File: src/common/arb_pkg.sv
package arb_pkg;

  ////////////////////
  // bus sizes
  ////////////////////

  localparam int NUM_MASTERS = 2;
  localparam int NUM_SLAVES  = 3;

  // slave id zero means no request or no target
  localparam int SLAVE_ID_W  = 2;
  localparam int MASTER_ID_W = 1;

  ////////////////////
  // hold threshold
  ////////////////////

  // held cycles before a waiting master may split the transfer
  localparam int HOLD_LIMIT = 16;
  localparam int HOLD_CNT_W = $clog2(HOLD_LIMIT + 1);

  ////////////////////
  // encodings
  ////////////////////

  // arbiter to master
  typedef enum logic [1:0] {
    CMD_WAIT  = 2'b00,
    CMD_STOP  = 2'b01,
    CMD_CLEAR = 2'b11
  } cmd_t;

  // master to arbiter handshake word
  typedef enum logic [1:0] {
    COM_END      = 2'b00,
    COM_NAK      = 2'b01,
    COM_WAIT_ACK = 2'b10,
    COM_ACTIVE   = 2'b11
  } com_t;

  // current owner of the bus, slave zero when idle
  typedef struct packed {
    logic [MASTER_ID_W-1:0] master;
    logic [SLAVE_ID_W-1:0]  slave;
  } bus_grant_t;

endpackage

File: src/arbiter/hold_timer.sv
`timescale 1ns/10ps

module hold_timer (
  input  logic clk,
  input  logic rstN,
  input  logic run,
  input  logic clear,
  output logic limit_hit
);
  import arb_pkg::*;

  logic [HOLD_CNT_W-1:0] hold_cnt;
  logic                  at_limit;

  assign at_limit = (hold_cnt == HOLD_CNT_W'(HOLD_LIMIT));

  // saturating count of cycles held by the current master
  always_ff @(posedge clk or negedge rstN) begin
    if (!rstN) begin
      hold_cnt  <= '0;
      limit_hit <= 1'b0;
    end else if (clear) begin
      hold_cnt  <= '0;
      limit_hit <= 1'b0;
    end else if (run && !at_limit) begin
      hold_cnt  <= hold_cnt + 1'b1;
      // flag lands together with the final count
      limit_hit <= (hold_cnt == HOLD_CNT_W'(HOLD_LIMIT - 1));
    end
  end

endmodule

File: config.mk
export PLATFORM = sky130hd
export DESIGN_NAME = hold_timer
export DESIGN_NICKNAME = d
export VERILOG_FILES = /design/src/common/arb_pkg.sv /design/src/arbiter/hold_timer.sv
export SDC_FILE = /design/constraint.sdc
export NUM_CORES = 1
export LEC_CHECK = 0
export BUFFER_PORTS_ARGS = -buffer_cell sky130_fd_sc_hd__buf_2
export CAP_MARGIN = 5
export CORE_UTILIZATION = 25
export CTS_CLUSTER_SIZE = 16
export DETAILED_ROUTE_END_ITERATION = 10
export GPL_ROUTABILITY_DRIVEN = 0
export PLACE_DENSITY = 0.46
export RECOVER_POWER = 50
export SLEW_MARGIN = 15
export SYNTH_ARGS = -nofsm -noshare
export SYNTH_HDL_FRONTEND = slang
export SYNTH_SLANG_ARGS = --single-unit
File: constraint.sdc
create_clock -name clk -period 1.42 [get_ports clk]
set_input_delay 0.284 -clock clk [delete_from_list [all_inputs] [get_ports clk]]
set_output_delay 0.284 -clock clk [all_outputs]
set_load 0.02 [all_outputs]
==> flow_metrics.tcl <==
set metrics [dict create \
    status "finished, violations left" \
    failed_checks "setup timing" \
    synth_seq_cells 6 \
    crit_arrival_ns 1.56 \
    antenna_found_initial 0 \
    die_w_um 39.7 \
    fin_tns_setup_ns -0.00554 \
    synth_nets 42 \
    synth_top_cell_by_area "dfrtp_1" \
    vias_per_cell 4.73 \
    area_growth_syn_to_layout_pct 35.2 \
    final_area_um2 480 \
    num_antenna_cells 0 \
    gr-usage-all-layers_pct 14.3 \
    initial_core_util_pct 27.0 \
    muxShareOfSynthArea_pct 9.86 \
    drc 0 \
    min_to "hold_cnt[4]" \
    maxCapViolations 0 \
    placed_cell_area_um2 405 \
    clkTransAtPathRegs_ns 0.05 \
    row_count 13 \
    synthSimpleGateAreaFrac_pct 18.7 \
    min_path_type "input port to flip-flop" \
    final_cells 62 \
    die_h_um 39.7 \
    cts-root-buf "clkbuf_4" \
    ys_types 17 \
    grt-ovfl-total 0 \
    syn_area_um2 355 \
    worst-r2r-cell-count 5 \
    ios 5 \
    rsz0062_at_grt "true" \
    numCtsBuffers 3 \
    worst_pin_slew_ns 0.327 \
    setup_violations 1 \
    nNetsFinal 56 \
    cts_tree "built" \
    synth_xor_area_share_pct 2.46 \
    core_mm2 0.00132 \
    p_leak_uw 0.000228 \
    cp_data_required_time_ns 1.55 \
    synth-compound-area-share_pct 10.9 \
    clock.fmax_ghz 0.701 \
    seq_area_frac_synth_pct 42.3 \
    layout-drive-gt1-share_pct 34.0 \
    ys_top_cells_by_count "dfrtp_1, inv_1, nand2b_1, nor2_1, ha_1" \
    drt_iter0_markers 3 \
    syn_inst 35 \
    cts.path.max_buffers 2 \
    top_usage_layer "met2" \
    cts_sinks 6 \
    grt_pass1_vias 310 \
    r2r_end "hold_cnt[0]" \
    layout_setup_ws_ns -0.00554 \
    grt_max_degree 10 \
    post-route-period-util_pct 100 \
    io_buffer_count 4 \
    crit_fanout 4 \
    synth-main-ff-cell "dfrtp_1" \
    vias 293 \
    dr.pass1.iters 3 \
    relSlewSlack_pct 78.2 \
    crit_start "hold_cnt[0]" \
    wl_um 752 \
    end_kind "flip-flop" \
    fin_crit_ns 1.43 \
    synth_top_family_by_area "simple AND/OR/NAND/NOR gates" \
    hold_viol_final 0 \
    min_from "clear" \
    fillers 139 \
    use_met1_pct 13.5 \
    yosys-top-cells-area "dfrtp_1, ha_1, nand2b_1" \
    synth_edf_count 0 \
    synth.avg_cell_area_um2 10.2 \
    clk_latency_ns 0.25 \
    ff2ff_setup_slack_ns -0.006 \
    yosysWarnings 0 \
    p_per_area_mw_per_mm2 937 \
    synth_top_area_share_pct 42.3 \
    ys_async_sr_fraction_pct 100 \
    met2_usage_pct 23.8 \
    utilization_pct 36.5 \
    die_area_mm2 0.00158 \
    startpoint_type "flip-flop" \
    irDropWorstVdd_mv 0.311 \
    avgRoutedWirePerCell_um 12.1 \
    grt.met3_usage_pct 5.11 \
    postRouteAntennaNets 0 \
    whs_path_depth 2 \
    h-tree-depth 1 \
    fin_worst_skew_ns 0.00683 \
    yosysMostFrequentCell "dfrtp_1" \
    r2r-start "hold_cnt[0]" \
    critPathKind "flip-flop to flip-flop" \
    slew_violations 0 \
    grt_first_pass_wirelength_um 1350 \
    place_inst 55 \
    synth_fa_ha_area_share_pct 10.6 \
]
[per-stage QoR]
| stage | worst slack (ns) | hold slack [ns] | total power (uW) |
|---|---|---|---|
| after floorplan | 0.0420 | -0.0116 | 232 |
| after global placement | -0.0190 | 0.118 | 256 |
| after detailed placement | -0.0467 | 0.121 | 259 |
| after CTS | 0.0127 | 0.292 | 444 |
| after global routing | -0.0469 | 0.301 | 482 |
| final | -0.00554 | 0.292 | 450 |
[cells by family (layout without fill, tap and decap cells)]
group,after synthesis,after routing
XOR/XNOR,1,1
multiplexers,3,3
flip-flops,6,6
AND/OR/NAND/NOR,13,13
buffers and inverters,5,17
adder cells (fa/ha/maj),3,3
AO/OA/AOI/OAI,4,4
[final cells by class]
cell class / count / area, um2 / share of cell area [%]
clock buffers: 3 / 22.5 / 4.69
inverters: 4 / 15.0 / 3.12
well taps: 15 / 18.8 / 3.91
multi-input cells: 24 / 204 / 42.4
flip-flops and latches: 6 / 150 / 31.2
repair buffers: 10 / 70.1 / 14.6
[cells in the final DEF (no fill, tap or decap), types with 2 or more instances in the layout]
| cell | instances |
|---|---|
| buf_4 | 4 |
| ha_1 | 2 |
| nor2_1 | 4 |
| nand2b_1 | 4 |
| nand2_1 | 2 |
| mux2i_1 | 2 |
| inv_1 | 3 |
| clkbuf_4 | 3 |
| buf_2 | 3 |
| dfrtp_1 | 6 |
[critical path, cell delays in order, from the launching register on]
cell and delay (ns):
dfrtp_1 0.41, inv_2 0.10, ha_4 0.15, nand2_4 0.05
o31a_4 0.30, mux2_4 0.30
[sequential cells by signal, indices dropped and copies added (netlist names)]
register	count
limit_hit	1
hold_cnt	5
[worst max path at each step]
stage             endpoint  slack [ns]  cells after the start
6_report       hold_cnt[0]      -0.006                      5
4_1_cts        hold_cnt[0]        0.01                      5
5_1_grt        hold_cnt[0]       -0.05                      5
2_1_floorplan  hold_cnt[0]        0.04                      5
3_3_place_gp   hold_cnt[0]       -0.02                      5
3_5_place_dp   hold_cnt[0]       -0.05                      5
[what timing repair did]
action | CTS | global route
hold buffers | 1 | 0
endpoints found under the hold margin | 6 | 0
buffers inserted | 2 | 1
setup endpoints to repair | 3 | 4
gates resized for setup | 3 | 2
[routing by layer]
layer | share of wire, % | up-vias | wire (um)
li1 | - | 141 | -
met1 | 43 | 146 | 323
met2 | 52 | 4 | 392
met3 | 3.1 | 2 | 23
met4 | 1.6 | 0 | 12
met5 | 0 | - | 0
[report_power, final]
group / switching (uW) / leakage [uW] / internal [uW]
combinational: 41.7 / 0.000132 / 56.1
sequential: 10.5 / 0.0000816 / 180
clock: 65.8 / 0.0000138 / 95.9
total: 118 / 0.000228 / 332
Power figures use the tool's default switching activity.
