## src/common/arb_pkg.sv

```systemverilog
package arb_pkg;

  ////////////////////
  // bus sizes
  ////////////////////

  localparam int NUM_MASTERS = 2;
  localparam int NUM_SLAVES  = 3;

  // slave id zero means no request or no target
  localparam int SLAVE_ID_W  = 2;
  localparam int MASTER_ID_W = 1;

  ////////////////////
  // hold threshold
  ////////////////////

  // held cycles before a waiting master may split the transfer
  localparam int HOLD_LIMIT = 16;
  localparam int HOLD_CNT_W = $clog2(HOLD_LIMIT + 1);

  ////////////////////
  // encodings
  ////////////////////

  // arbiter to master
  typedef enum logic [1:0] {
    CMD_WAIT  = 2'b00,
    CMD_STOP  = 2'b01,
    CMD_CLEAR = 2'b11
  } cmd_t;

  // master to arbiter handshake word
  typedef enum logic [1:0] {
    COM_END      = 2'b00,
    COM_NAK      = 2'b01,
    COM_WAIT_ACK = 2'b10,
    COM_ACTIVE   = 2'b11
  } com_t;

  // current owner of the bus, slave zero when idle
  typedef struct packed {
    logic [MASTER_ID_W-1:0] master;
    logic [SLAVE_ID_W-1:0]  slave;
  } bus_grant_t;

endpackage

```

## src/common/arb_req_if.sv

```systemverilog
`timescale 1ns/10ps

interface arb_req_if;
  import arb_pkg::*;

  // one entry per master
  logic [SLAVE_ID_W-1:0]  id [NUM_MASTERS];
  com_t                   com_state [NUM_MASTERS];
  logic [NUM_MASTERS-1:0] done;
  cmd_t                   cmd [NUM_MASTERS];

  // handshake side, used by the bus controller
  modport ctrl (
    input  com_state,
    input  done,
    output cmd
  );

  // request side, used by the round-robin selector
  modport sel (
    input id
  );

endinterface

```

## src/arbiter/bus_controller.sv

```systemverilog
`timescale 1ns/10ps

module bus_controller (
  input  logic                          clk,
  input  logic                          rstN,
  arb_req_if.ctrl                       req,
  input  logic                          request,
  input  logic [arb_pkg::MASTER_ID_W-1:0] next_master,
  input  logic [arb_pkg::SLAVE_ID_W-1:0]  next_slave,
  input  logic                          limit_hit,
  output logic [arb_pkg::MASTER_ID_W-1:0] last_master,
  output logic                          hold_run,
  output logic                          hold_clear,
  output arb_pkg::bus_grant_t           grant
);
  import arb_pkg::*;

  typedef enum logic [2:0] {
    IDLE,
    ALLOC,
    ACK,
    COM,
    DONE,
    OVER
  } state_t;

  state_t state;
  state_t next_state;

  logic [MASTER_ID_W-1:0] cur_master;
  logic [SLAVE_ID_W-1:0]  cur_slave;
  cmd_t                   cur_cmd;
  com_t                   cur_com_state;
  logic                   cur_done;
  logic                   split_pending;
  logic                   split_now;

  ////////////////////
  // master side
  ////////////////////

  assign cur_com_state = req.com_state[cur_master];
  assign cur_done      = req.done[cur_master];

  // only the current master sees a command
  always_comb begin
    for (int i = 0; i < NUM_MASTERS; i++) begin
      if (MASTER_ID_W'(i) == cur_master) begin
        req.cmd[i] = cur_cmd;
      end else begin
        req.cmd[i] = CMD_WAIT;
      end
    end
  end

  // competing request from another master once the hold limit is reached
  assign split_now = limit_hit && request && (next_master != cur_master);

  // the latched master is also the last one served
  assign last_master = cur_master;

  // timer restarts with every allocation, runs while the bus is held
  assign hold_clear = (state == ALLOC);
  assign hold_run   = (state == COM);

  ////////////////////
  // next state
  ////////////////////

  always_comb begin
    next_state = state;
    case (state)
      IDLE: begin
        if (request) begin
          next_state = ALLOC;
        end
      end
      ALLOC: next_state = ACK;
      ACK: begin
        if (cur_com_state == COM_ACTIVE) begin
          next_state = COM;
        end else if (cur_com_state == COM_NAK) begin
          next_state = IDLE;
        end
      end
      COM: begin
        // a finished transfer wins over a split in the same cycle
        if (cur_com_state == COM_END) begin
          next_state = OVER;
        end else if (split_now) begin
          next_state = DONE;
        end
      end
      DONE: begin
        if (cur_done) begin
          next_state = OVER;
        end
      end
      OVER: begin
        if (split_pending && request) begin
          next_state = ALLOC;
        end else begin
          next_state = IDLE;
        end
      end
      default: next_state = IDLE;
    endcase
  end

  always_ff @(posedge clk or negedge rstN) begin
    if (!rstN) begin
      state <= IDLE;
    end else begin
      state <= next_state;
    end
  end

  ////////////////////
  // grant and command
  ////////////////////

  always_ff @(posedge clk or negedge rstN) begin
    if (!rstN) begin
      cur_master    <= '0;
      cur_slave     <= '0;
      cur_cmd       <= CMD_WAIT;
      grant         <= '0;
      split_pending <= 1'b0;
    end else begin
      case (state)
        IDLE: begin
          if (request) begin
            cur_master <= next_master;
            cur_slave  <= next_slave;
          end
        end
        ALLOC: begin
          cur_cmd <= CMD_CLEAR;
        end
        ACK: begin
          if (cur_com_state == COM_ACTIVE) begin
            grant.master <= cur_master;
            grant.slave  <= cur_slave;
          end else if (cur_com_state == COM_NAK) begin
            grant   <= '0;
            cur_cmd <= CMD_WAIT;
          end
        end
        COM: begin
          if (cur_com_state == COM_END) begin
            grant   <= '0;
            cur_cmd <= CMD_WAIT;
          end else if (split_now) begin
            cur_cmd <= CMD_STOP;
          end
        end
        DONE: begin
          // master has let go, free the lines before the next owner
          if (cur_done) begin
            grant         <= '0;
            cur_cmd       <= CMD_WAIT;
            split_pending <= 1'b1;
          end
        end
        OVER: begin
          split_pending <= 1'b0;
          if (split_pending && request) begin
            cur_master <= next_master;
            cur_slave  <= next_slave;
          end
        end
        default: begin
          grant   <= '0;
          cur_cmd <= CMD_WAIT;
        end
      endcase
    end
  end

endmodule

```

## src/flat_wrapper.sv

```systemverilog
// flat-port wrapper written by rule: the top's interface ports become plain ports
module bus_controller_flat import arb_pkg::*;
  (clk, rstN, request, next_master, next_slave, limit_hit, last_master, hold_run, hold_clear, grant, req_com_state, req_done, req_cmd);
  arb_req_if req_i ();
  input  logic clk;
  input  logic rstN;
  input  logic request;
  input  logic [arb_pkg::MASTER_ID_W-1:0] next_master;
  input  logic [arb_pkg::SLAVE_ID_W-1:0] next_slave;
  input  logic limit_hit;
  output logic [arb_pkg::MASTER_ID_W-1:0] last_master;
  output logic hold_run;
  output logic hold_clear;
  output arb_pkg::bus_grant_t grant;
  input wire logic [$bits(req_i.com_state)-1:0] req_com_state;
  input wire logic [$bits(req_i.done)-1:0] req_done;
  output wire logic [$bits(req_i.cmd)-1:0] req_cmd;
  assign req_i.com_state = {>>{req_com_state}};
  assign req_i.done = req_done;
  assign req_cmd = {>>{req_i.cmd}};
  bus_controller u_core (.clk(clk), .rstN(rstN), .req(req_i), .request(request), .next_master(next_master), .next_slave(next_slave), .limit_hit(limit_hit), .last_master(last_master), .hold_run(hold_run), .hold_clear(hold_clear), .grant(grant));
endmodule
```

## config.mk

```make
export PLATFORM = sky130hd
export DESIGN_NAME = bus_controller_flat
export DESIGN_NICKNAME = d
export VERILOG_FILES = /design/src/common/arb_pkg.sv /design/src/common/arb_req_if.sv /design/src/arbiter/bus_controller.sv /design/src/flat_wrapper.sv
export SDC_FILE = /design/constraint.sdc
export NUM_CORES = 1
export LEC_CHECK = 0
export BUFFER_PORTS_ARGS = -buffer_cell sky130_fd_sc_hd__buf_2
export CORE_MARGIN = 1
export CORE_UTILIZATION = 48
export DETAILED_ROUTE_END_ITERATION = 8
export PLACE_DENSITY = 0.86
export RECOVER_POWER = 25
export SKIP_LAST_GASP = 1
export SYNTH_ARGS = -nofsm -noshare
export SYNTH_HDL_FRONTEND = slang
export SYNTH_SLANG_ARGS = --single-unit
```

## constraint.sdc

```tcl
create_clock -name clk -period 2 [get_ports clk]
set_input_delay 0.1 -clock clk [delete_from_list [all_inputs] [get_ports clk]]
set_output_delay 0.1 -clock clk [all_outputs]
set_load 0.02 [all_outputs]
```

==> results.cfg <==
[outcome]
status = finished clean

[logic_synthesis]
synth_area_per_cell_sq_um = 9.659
syn_area_sq_um = 724.4
yosysWarnings = 0
synth.area.top_cells = dfrtp_1 (41%), mux2_2 (9.3%), nor2_1 (5.2%), buf_6 (3.1%), nand2_1 (3.1%)
ys_ff_latch = 12
synth-async-reset-ratio_pct = 100.0
synthFlopType = dfrtp_1
synth_top_area_share_pct = 41.45
yosysMostFrequentCell = dfrtp_1
synth_edf_count = 0
synth_cell_types = 31
yosysSeqAreaShare_pct = 41.45
ys_top_cells_by_count = dfrtp_1 (12), nor2_1 (10), mux2_2 (6), nand2_1 (6), inv_1 (4)
syn-num-nets = 88
yosysTopAreaCell = dfrtp_1
synthCells = 75

[timing]
period_share_pct = 82.62
worstMarginPinSlew_ns = 0.6561
slew_violations = 0
hold_violations = 0
finalWorstPathRequiredPeriod_ns = 1.652
slew_headroom_pct = 56.26
fmax_ghz = 0.6052
finalSetupTns_ns = 0
rsz0062_at_grt = false
setup_violations = 0
finClkSkew_ns = 0.008619

[detailed_routing]
wirelength_mm = 1.521
num_vias = 643
via_per_inst = 5.640
drt_iter0_drc = 21
drt-wirelength-per-cell_um = 13.34
drc = 0
drt_pass1_iterations = 4
ant_nets = 0

[global_routing]
grt.met3_usage_pct = 1.630
grt_overflow = 0
grtUsageMet2_pct = 35.94
grt_max_degree = 13
track_usage_pct = 21.35
grt_pass1_wl_mm = 2.270
use_met1_pct = 26.48
antenna_found_initial = 0
grt_pass1_vias = 561
grt-busiest-layer = met2

[placement]
dp_hpwl_mm = 1.156
place.gp.congestion = 0.8473
io_buffers = 22

[critical_path]
worstPathRequired_ns = 2.22
critPathLaunchType = flop
cp-end-kind = flop
crit_type = reg -> reg
crit_arrival_ns = 1.87
critPathMaxFanout = 7

[floorplan]
io-pin-count = 23
core_sq_um = 1350
die_h_um = 40.85
die_w_um = 40.85
row_count = 13
die_area_sq_um = 1669
start_util_pct = 53.66

[clock_network]
cts_buffer_depth = 2
clk_pin_slew_ns = 0.08
cts_resized = 0
cts_max_level = 1
clk_latency_ns = 0.28
cts_inserted_buffers = 3
clock-sinks = 12
cts_tree = yes
clock-root-buffer = clkbuf_4

[cells_and_area]
final_nets = 113
area_growth_pct = 20.55
drive_above_1_share_pct = 40.40
fin_util_pct = 64.69
diodes = 0

[power]
power.density_nw_per_um2 = 1619
p_leak_uw = 0.0004326
ir_drop_v = 0.0007474

[min_path]
min_path_type = in -> reg

[run]
max_cap_violations = 0
-- state kept, by name (all words and copies together), names as in the netlist --
name,cells
u_core.cur_slave,2
u_core.cur_cmd,2
u_core.split_pending,1
u_core.grant,3
u_core.last_master,1
u_core.state,3
-- cell type report --
| cell class | instances | area (sq um) |
|---|---|---|
| clock buffer | 4 | 36.28 |
| timing repair buffer | 24 | 126.4 |
| inverter | 4 | 15.01 |
| multi-input combinational | 55 | 376.6 |
| sequential | 12 | 300.3 |
| tap | 15 | 18.77 |
| fill | 113 | 476.7 |
-- logic make-up (layout without fill, tap and decap cells) --
kind of cell    count (synthesis)  after routing  share of synthesized area [%]
xor+xnor                        1              1                          2.246
compound gates                 18             18                          19.00
mux                             7              7                          10.71
flops                          12             12                          41.45
buf+inv                         8             32                          6.562
simple gates                   29             29                          20.04
-- routing by layer --
layer	vias up	part of all wire, %
li1	315	-
met1	299	44
met2	25	49
met3	4	5.4
met4	0	1.4
met5	-	0
-- per-stage QoR --
stage | std cells | instance area [sq um] | hold slack [ns] | total power (uW) | worst slack (ns)
after floorplan | 75 | 724.4 | -0.1956 | 1055 | 0.4584
after global placement | 109 | 828.3 | -0.007442 | 1204 | 0.4536
after detailed placement | 109 | 828.3 | -0.007227 | 1219 | 0.3663
after CTS | 114 | 874.6 | 0.04298 | 1421 | 0.3490
after global routing | 114 | 873.3 | 0.03959 | 1516 | 0.2878
final | 114 | 873.3 | 0.05234 | 1414 | 0.3476
-- cells in the final DEF, fill, tap and decap left out, drive strengths merged --
cell	count
a21o	1
xor2	1
and3	1
a32o	1
a22o	2
mux2	6
nand4	1
nor2	10
a31oi	1
dlygate4sd3	1
a21oi	3
buf	22
o21ai	3
o32ai	1
clkbuf	5
dfrtp	12
o2bb2a	1
nand3	4
or3	1
mux2i	1
and2b	1
a211oi	1
o211ai	3
and2	2
o22a	1
nand2b	1
inv	4
nor3	1
nand2	7
-- final timing paths --
kind / slack [ns] / startpoint / to / depth (start not counted)
worst min register to register: 0.49 / u_core.grant[2] / u_core.grant[2] / 1
worst min-delay path: 0.05 / next_slave[0] / u_core.cur_slave[0] / 2
worst max register to register: 0.35 / u_core.last_master / u_core.cur_cmd[0] / 5
min in group asynchronous: 0.36 / rstN / u_core.cur_slave[0] / 2
worst max-delay path: 0.35 / u_core.last_master / u_core.cur_cmd[0] / 5
max in group asynchronous: 1.22 / rstN / u_core.state[2] / 2
-- power by group --
part	internal [uW]	switching (uW)	leakage, uW	total [uW]
Clock	111	83.5	0.0000210	194
Sequential	357	130	0.000149	487
Combinational	329	403	0.000263	732
Total	797	617	0.000433	1410
-- critical path, stage by stage, from the launching register on --
cell      delay (ns)
dfrtp_1         0.47
mux2_2          0.37
nand2_2         0.11
a21oi_1         0.09
a211oi_2        0.36
o2bb2a_1        0.20
-- timing repair --
action,in CTS,in global routing
hold endpoints to repair,12,0
setup buffers,0,0
hold buffers,1,0
Note: power is estimated with default switching activity, not from simulation.
