===== src/common/arb_pkg.sv =====
package arb_pkg;

  ////////////////////
  // bus sizes
  ////////////////////

  localparam int NUM_MASTERS = 2;
  localparam int NUM_SLAVES  = 3;

  // slave id zero means no request or no target
  localparam int SLAVE_ID_W  = 2;
  localparam int MASTER_ID_W = 1;

  ////////////////////
  // hold threshold
  ////////////////////

  // held cycles before a waiting master may split the transfer
  localparam int HOLD_LIMIT = 16;
  localparam int HOLD_CNT_W = $clog2(HOLD_LIMIT + 1);

  ////////////////////
  // encodings
  ////////////////////

  // arbiter to master
  typedef enum logic [1:0] {
    CMD_WAIT  = 2'b00,
    CMD_STOP  = 2'b01,
    CMD_CLEAR = 2'b11
  } cmd_t;

  // master to arbiter handshake word
  typedef enum logic [1:0] {
    COM_END      = 2'b00,
    COM_NAK      = 2'b01,
    COM_WAIT_ACK = 2'b10,
    COM_ACTIVE   = 2'b11
  } com_t;

  // current owner of the bus, slave zero when idle
  typedef struct packed {
    logic [MASTER_ID_W-1:0] master;
    logic [SLAVE_ID_W-1:0]  slave;
  } bus_grant_t;

endpackage


===== src/design/bus_crossbar.sv =====
`timescale 1ns/10ps

module bus_crossbar (
  input  arb_pkg::bus_grant_t              grant,
  input  logic [arb_pkg::NUM_MASTERS-1:0]  m_addr,
  input  logic [arb_pkg::NUM_MASTERS-1:0]  m_mosi,
  input  logic [arb_pkg::NUM_MASTERS-1:0]  m_valid,
  input  logic [arb_pkg::NUM_MASTERS-1:0]  m_last,
  output logic [arb_pkg::NUM_SLAVES-1:0]   s_addr,
  output logic [arb_pkg::NUM_SLAVES-1:0]   s_mosi,
  output logic [arb_pkg::NUM_SLAVES-1:0]   s_valid,
  output logic [arb_pkg::NUM_SLAVES-1:0]   s_last,
  input  logic [arb_pkg::NUM_SLAVES-1:0]   s_miso,
  input  logic [arb_pkg::NUM_SLAVES-1:0]   s_ready,
  output logic [arb_pkg::NUM_MASTERS-1:0]  m_miso,
  output logic [arb_pkg::NUM_MASTERS-1:0]  m_ready
);
  import arb_pkg::*;

  logic [SLAVE_ID_W-1:0] slave_sel;

  // slave ids start at one
  assign slave_sel = grant.slave - 1'b1;

  ////////////////////
  // master to slave
  ////////////////////

  always_comb begin
    s_addr  = '0;
    s_mosi  = '0;
    s_valid = '0;
    s_last  = '0;
    for (int s = 0; s < NUM_SLAVES; s++) begin
      if (grant.slave == SLAVE_ID_W'(s + 1)) begin
        s_addr[s]  = m_addr[grant.master];
        s_mosi[s]  = m_mosi[grant.master];
        s_valid[s] = m_valid[grant.master];
        s_last[s]  = m_last[grant.master];
      end
    end
  end

  ////////////////////
  // slave to master
  ////////////////////

  // idle grant returns zeros to every master
  always_comb begin
    m_miso  = '0;
    m_ready = '0;
    if (grant.slave != '0) begin
      m_miso[grant.master]  = s_miso[slave_sel];
      m_ready[grant.master] = s_ready[slave_sel];
    end
  end

endmodule


===== config.mk =====
export PLATFORM = sky130hd
export DESIGN_NAME = bus_crossbar
export DESIGN_NICKNAME = d
export VERILOG_FILES = /design/src/common/arb_pkg.sv /design/src/design/bus_crossbar.sv
export SDC_FILE = /design/constraint.sdc
export NUM_CORES = 1
export LEC_CHECK = 0
export ABC_CLOCK_PERIOD_IN_PS = 1600
export BUFFER_PORTS_ARGS = -buffer_cell sky130_fd_sc_hd__buf_2
export CAP_MARGIN = 25
export CORE_AREA = 4 4 41 43
export DETAILED_ROUTE_END_ITERATION = 10
export DIE_AREA = 0 0 45 47
export SETUP_SLACK_MARGIN = 0.3
export SLEW_MARGIN = 20
export SYNTH_ARGS = -nofsm -noshare
export SYNTH_HDL_FRONTEND = slang
export SYNTH_SLANG_ARGS = --single-unit
export TNS_END_PERCENT = 10

===== constraint.sdc =====
create_clock -name vclk -period 1.6
set_clock_uncertainty 0.05 [all_clocks]
set_input_delay 0.16 -clock vclk [all_inputs]
set_output_delay 0.16 -clock vclk [all_outputs]
set_load 0.05 [all_outputs]

==> metrics.txt, run 1 <==
fin area 614 sq um; Synth area leader nor2b_1; Fillers 135; initial DRC count 5; CP Launch Type primary input; Synth cell types 12; die area 0.00212 sq mm; fraction of the cycle the final worst path needs 94.3%; RSZ-0062 raised after global routing true; Leakage 0.317 nW; Core Footprint 0.00130 sq mm; hpwl dp 852 microns; outcome completed; via count 386; register area 0 sq um; Slew @ Worst Pin 0.288 ns; post-synth top area share 29.7%; Critical-path top delay cell mux2_4; Power Total 242 uW; Seq/Total Area, Yosys 0%; critical-path cell list buf_8, inv_12, ha_4, mux2_4, a32o_1, buf_6; Die Height 47 microns; Syn Nets 56; CP arrival 1.30 ns; Sw Ratio 59.3%; most common cell after layout, fill and taps aside buf_2; Finish-stage setup viols 0; # placed instances 85; power per cell area 394 mW/mm^2; nets@finish 94; Port Buf Inserts 33; Hold Fails Final Rpt 0; Final Routed Wirelength 988 microns; antenna cells 0; largest net degree at the start of global routing 11; Clk network pwr share 0%; Area after DPL 557 sq um; slew margin rel. 80.3%; GRT overflow 0; Synth area leaders nor2b_1 (30%), ha_1 (18%), mux2i_1 (18%); internal power 98.5 uW; initial core utilization 21.1%; crit end category primary output; Worst path max stage delay 0.31 ns; row cnt 13; post-DR vias/cell 4.49; DIE WIDTH 45 microns; Final Non-Filler Cells 86; dpl ws -0.0922 ns; max_cap viols 0; Max VDD drop 160 uV; initial antenna violation count 0; drt wl/cell 11.5 microns; Reg power frac 0%; Achievable Freq 663 MHz; num sequential 0; Slew Viols, Final 0; Residual DRC 0; Mapped Area 274 sq um; Crit path required time 1.39 ns; synthesis warning total 0; gpl congestion 0.637; commonest non-fill, non-tap cells in the layout buf_2 (27), nor2b_1 (13), mux2i_1 (4), buf_6 (4), buf_4 (4); crit path time final 1.51 ns; Setup Crit Path Kind primary input to primary output; All-Layer GR Usage 9.14%; vias in the first global route 377; worst-path maximum fanout 4; DRT antenna net count 0; layout cells sized above 1 64.8%; # IOs 33; Psw 143 uW; drt pass-1 iters 2; clock buffer count 0; Post-Synthesis Cells 35; first-pass GRT wire length 1550 microns; Comb pwr share 100.0%; worst hold path class primary input to primary output; setup slack after layout 0.0911 ns; area grow syn2layout 124%; Mapped Avg Cell Area 7.83 sq um
==> area by class of cell <==
class / instances / area [sq um] / area share (%)
inverters: 3 / 26.3 / 4.28
multi-input cells: 31 / 329 / 53.6
well taps: 15 / 18.8 / 3.05
repair buffers: 37 / 240 / 39.1
==> power by group through the flow <==
| stage | Sequential (mW) | Combinational [mW] | Clock (mW) |
|---|---|---|---|
| global placement | 0 | 0.221 | 0 |
| detailed placement | 0 | 0.222 | 0 |
| global route | 0 | 0.256 | 0 |
| finish | 0 | 0.242 | 0 |
| CTS | 0 | 0.239 | 0 |
| floorplan | 0 | 0.158 | 0 |
==> synth_stat cells <==
cell type / count
nor2b_1: 13
nor2_1: 1
a32o_1: 2
a2111oi_0: 2
nor4bb_1: 1
inv_1: 3
mux2_2: 1
a21oi_1: 1
ha_1: 4
mux2i_1: 5
nor4b_1: 1
buf_2: 1
==> worst max-delay path, delay by kind of cell <==
family / cells / cell delay (ns)
mux: 1 / 0.31
fa+ha+maj: 1 / 0.29
buf+inv: 3 / 0.28
compound gates: 1 / 0.26
==> layer usage <==
metal / wire length [microns] / up-vias / GRT usage (%)
met5: 0 / - / 0
met4: 0 / 0 / 0
met3: 77 / 0 / 0.766
met2: 522 / 13 / 18.6
met1: 388 / 174 / 10.8
li1: - / 199 / -
==> path summary, 6_finish.rpt <==
| kind | from | to | slack (ns) | cells past startpoint |
|---|---|---|---|---|
| min | grant[2] | m_miso[0] | 0.73 | 3 |
| max | grant[1] | m_ready[0] | 0.09 | 6 |
==> cells by family (layout without fill, tap and decap cells) <==
logic type | count (synthesis) | in the layout | synth area share [%]
adders and majority gates | 4 | 4 | 18.3
AOI/OAI and AO/OA | 5 | 5 | 15.5
buffers and inverters | 4 | 40 | 5.93
muxes | 6 | 6 | 22.4
and+or+nand+nor | 16 | 16 | 37.9
==> repair_timing <==
action                                  4_1_cts  5_1_grt
buffers inserted                              1        0
gates resized for setup                      12        4
endpoints found under the setup margin       12       14
hold buffers                                  0        0
pin swaps                                     3        2
==> through the flow <==
stage	utilization, %	setup TNS, ns	hold WS, ns
2_1_floorplan	-	0	0.400
3_3_place_gp	42.8	-0.256	0.791
3_5_place_dp	42.8	-0.278	0.782
4_1_cts	46.3	0	0.767
5_1_grt	47.2	0	0.762
6_report	47.2	0	0.728
(Power assumes the default switching activity.)
==> run 2, diff against run 1 <==
--- a/config.mk
+++ b/config.mk
@@ -5,7 +5,7 @@
 export SDC_FILE = /design/constraint.sdc
 export NUM_CORES = 1
 export LEC_CHECK = 0
-export ABC_CLOCK_PERIOD_IN_PS = 1600
+export ABC_CLOCK_PERIOD_IN_PS = 1510
 export BUFFER_PORTS_ARGS = -buffer_cell sky130_fd_sc_hd__buf_2
 export CAP_MARGIN = 25
 export CORE_AREA = 4 4 41 43
==> constraint.sdc (replaced) <==
create_clock -name vclk -period 1.51
set_clock_uncertainty 0.05 [all_clocks]
set_input_delay 0.151 -clock vclk [all_inputs]
set_output_delay 0.151 -clock vclk [all_outputs]
set_load 0.05 [all_outputs]
==> run 2 against run 1 <==
  * Critical path depth stayed put
  * Clock-buffer cell count stayed put
  * Non-clock buffer count is 2 higher
  * Final cell count is 2.3% higher
  * Critical endpoint unchanged
==> metrics.txt, run 2 (synthesized netlist as in run 1, its figures left out) <==
hpwl dp 873 microns; Residual DRC 0; Achievable Freq 674 MHz; power per cell area 398 mW/mm^2; worst-path maximum fanout 4; Sw Ratio 55.5%; drt pass-1 iters 4; All-Layer GR Usage 9.85%; Slew @ Worst Pin 0.274 ns; clock buffer count 0; antenna cells 0; drt wl/cell 12.2 microns; dpl ws -0.165 ns; commonest non-fill, non-tap cells in the layout buf_2 (14), buf_4 (13), nor2b_1 (11); max_cap viols 0; post-DR vias/cell 4.59; slew margin rel. 81.2%; Slew Viols, Final 0; RSZ-0062 raised after global routing true; Port Buf Inserts 33; internal power 127 uW; # IOs 33; gpl congestion 0.635; CP arrival 1.28 ns; area grow syn2layout 162%; row cnt 13; Fillers 130; CP Launch Type primary input; Setup Crit Path Kind primary input to primary output; Core Footprint 0.00130 sq mm; Die Height 47 microns; crit path time final 1.48 ns; vias in the first global route 398; worst hold path class primary input to primary output; initial core utilization 21.1%; most common cell after layout, fill and taps aside buf_2; Crit path required time 1.31 ns; register area 0 sq um; Final Routed Wirelength 1070 microns; DRT antenna net count 0; via count 404; num sequential 0; Comb pwr share 100.0%; Psw 158 uW; setup TNS 0 ns; Reg power frac 0%; Hold Fails Final Rpt 0; DIE WIDTH 45 microns; crit end category primary output; fraction of the cycle the final worst path needs 98.3%; Max VDD drop 162 uV; Finish-stage setup viols 0; die area 0.00212 sq mm; Leakage 0.336 nW; initial DRC count 4; nets@finish 96; layout cells sized above 1 72.6%; GRT overflow 0; outcome completed; setup slack after layout 0.0261 ns; initial antenna violation count 0; Clk network pwr share 0%; largest net degree at the start of global routing 11; Util after Layout 55.1%; hold_ws 0.633 ns; first-pass GRT wire length 1640 microns
run 2: stage by stage:
step | instances | cell area (sq um) | power, mW
final | 88 | 717 | 0.285
after CTS | 88 | 667 | 0.274
after floorplan | 35 | 355 | 0.167
after global placement | 86 | 564 | 0.235
after detailed placement | 86 | 564 | 0.237
after global routing | 88 | 717 | 0.301
run 2: critical path, stage by stage:
cell	delay, ns
buf_12	0.09
inv_12	0.03
ha_4	0.30
mux2_4	0.31
a32o_1	0.25
buf_6	0.15
run 2: cell type report:
cell class | instances | area [sq um] | area share [%]
multi-input cells | 31 | 353 | 49.2
inverters | 3 | 26.3 | 3.66
repair buffers | 39 | 319 | 44.5
well taps | 15 | 18.8 | 2.62
run 2: power by group through the flow:
stage	registers, mW	clock network, mW	logic (mW)
final	0	0	0.285
after global routing	0	0	0.301
after CTS	0	0	0.274
after detailed placement	0	0	0.237
after global placement	0	0	0.235
after floorplan	0	0	0.167
run 2: per-layer routing:
metal | up-vias | part of all wire (%) | wire length (microns) | GRT usage [%]
li1 | 203 | - | - | -
met1 | 188 | 39 | 414 | 11.5
met2 | 13 | 53 | 566 | 20.1
met3 | 0 | 8.5 | 91 | 1.15
met4 | 0 | 0 | 0 | 0
met5 | - | 0 | 0 | 0
run 2: repair_timing:
action,CTS,global route
setup buffers,2,0
gates resized for setup,30,13
endpoints found under the setup margin,16,14
pin swaps,4,3
hold buffers,0,0
run 2: path summary, 6_finish.rpt:
path,startpoint,end,depth (start not counted)
worst max-delay path,grant[1],m_ready[0],6
worst min-delay path,grant[2],m_miso[0],3
==> run 3, diff against run 2 <==
--- a/config.mk
+++ b/config.mk
@@ -11,6 +11,8 @@
 export CORE_AREA = 4 4 41 43
 export DETAILED_ROUTE_END_ITERATION = 10
 export DIE_AREA = 0 0 45 47
+export MAX_ROUTING_LAYER = met4
+export REMOVE_ABC_BUFFERS = 1
 export SETUP_SLACK_MARGIN = 0.3
 export SLEW_MARGIN = 20
 export SYNTH_ARGS = -nofsm -noshare
==> run 3 against run 2 <==
  * Die area is the same
  * Fmax rose by 0.91%
  * Setup slack better by 0.013 ns
  * Critical path depth unchanged
  * Clock-buffer cell count did not move
  * Hold slack improved by 0.078 ns
  * Power shrank 17%
  * Sequential share of layout area stayed put
  * Global-route usage is 1.6 points lower
  * Non-clock buffer count down 1
  * Utilization is 9.6 points lower
  * Combinational power decreased by 17%
==> metrics.txt, run 3 (synthesized netlist as in run 1, its figures left out) <==
GRT overflow 0; setup TNS 0 ns; hpwl dp 835 microns; # placed instances 86; Residual DRC 0; gpl congestion 0.695; Final Non-Filler Cells 87; die area 0.00212 sq mm; dpl ws -0.223 ns; CP Launch Type primary input; register area 0 sq um; Slew Viols, Final 0; Power Total 237 uW; worst setup path endpoint m_ready[1]; DIE WIDTH 45 microns; via count 386; Finish-stage setup viols 0; CP startpoint grant[0]; setup slack after layout 0.0395 ns; Achievable Freq 680 MHz; Slew @ Worst Pin 0.319 ns; # IOs 33; power per cell area 401 mW/mm^2; initial DRC count 3; critical-path cell list buf_6, inv_4, ha_4, mux2_4, a32o_1, buf_6; drt wl/cell 12.0 microns; Die Height 47 microns; max_cap viols 0; clock buffer count 0; Hold Fails Final Rpt 0; worst-path maximum fanout 5; Worst Hold Depth 4; drt pass-1 iters 2; CP arrival 1.27 ns; nets@finish 95; All-Layer GR Usage 8.29%; outcome completed; post-DR vias/cell 4.44; RSZ-0062 raised after global routing true; largest net degree at the start of global routing 11; Setup Crit Path Kind primary input to primary output; Core Footprint 0.00130 sq mm; Critical-path top delay cell mux2_4; fraction of the cycle the final worst path needs 97.4%; most common cell after layout, fill and taps aside buf_2; layout cells sized above 1 66.7%; first-pass GRT wire length 1350 microns; DRT antenna net count 0; Crit path required time 1.31 ns; Port Buf Inserts 33; crit path time final 1.47 ns; num sequential 0; crit end category primary output; Leakage 0.305 nW; initial core utilization 21.1%; area grow syn2layout 116%; slew margin rel. 78.7%; CP most frequent cell buf_6; Worst path max stage delay 0.31 ns; vias in the first global route 349; initial antenna violation count 0; worst hold path class primary input to primary output; row cnt 13; Util after Layout 45.5%; Final Routed Wirelength 1050 microns; commonest non-fill, non-tap cells in the layout buf_2 (20), nor2b_1 (11), buf_4 (9); Max VDD drop 139 uV; antenna cells 0
## run 3: through the flow
stage / hold WS [ns] / instance area [sq um]
floorplan: 0.535 / 269
detailed placement: 0.751 / 483
global placement: 0.746 / 483
CTS: 0.732 / 552
finish: 0.711 / 592
global route: 0.738 / 592
## run 3: report_power, final
group          leakage [nW]  total [mW]  switching (mW)  internal [mW]
Sequential                0           0               0              0
Clock                     0           0               0              0
Combinational         0.305       0.237           0.140         0.0972
## run 3: per-layer routing
| metal | up-vias | global-route usage, % | wire length (microns) |
|---|---|---|---|
| li1 | 202 | - | - |
| met1 | 170 | 9.21 | 414 |
| met2 | 14 | 16.4 | 542 |
| met3 | 0 | 1.15 | 91 |
| met4 | 0 | 0 | 0 |
| met5 | - | - | 0 |
## run 3: area by class of cell
type | count | area [sq um]
well taps | 15 | 18.8
repair buffers | 38 | 262
fillers | 135 | 709
multi-input cells | 31 | 295
inverters | 3 | 16.3
## run 3: worst max-delay path: cells and delay by family
family                   cells  cell delay (ns)
adder cells (fa/ha/maj)      1             0.29
AO/OA/AOI/OAI                1             0.26
multiplexers                 1             0.31
buffers and inverters        3             0.26
## run 3: repair_timing
action,CTS,global route
setup buffers,1,0
resized for setup,18,18
hold buffers,0,0
pin swaps,4,0
endpoints found under the setup margin,9,16
## run 3: how the worst min path moves through the flow
stage	startpoint	endpoint	slack [ns]
2_1_floorplan	grant[2]	m_miso[0]	0.53
3_3_place_gp	grant[2]	m_miso[1]	0.75
3_5_place_dp	grant[2]	m_miso[1]	0.75
4_1_cts	grant[2]	m_miso[1]	0.73
5_1_grt	m_mosi[0]	s_mosi[2]	0.74
6_report	m_addr[1]	s_addr[0]	0.71
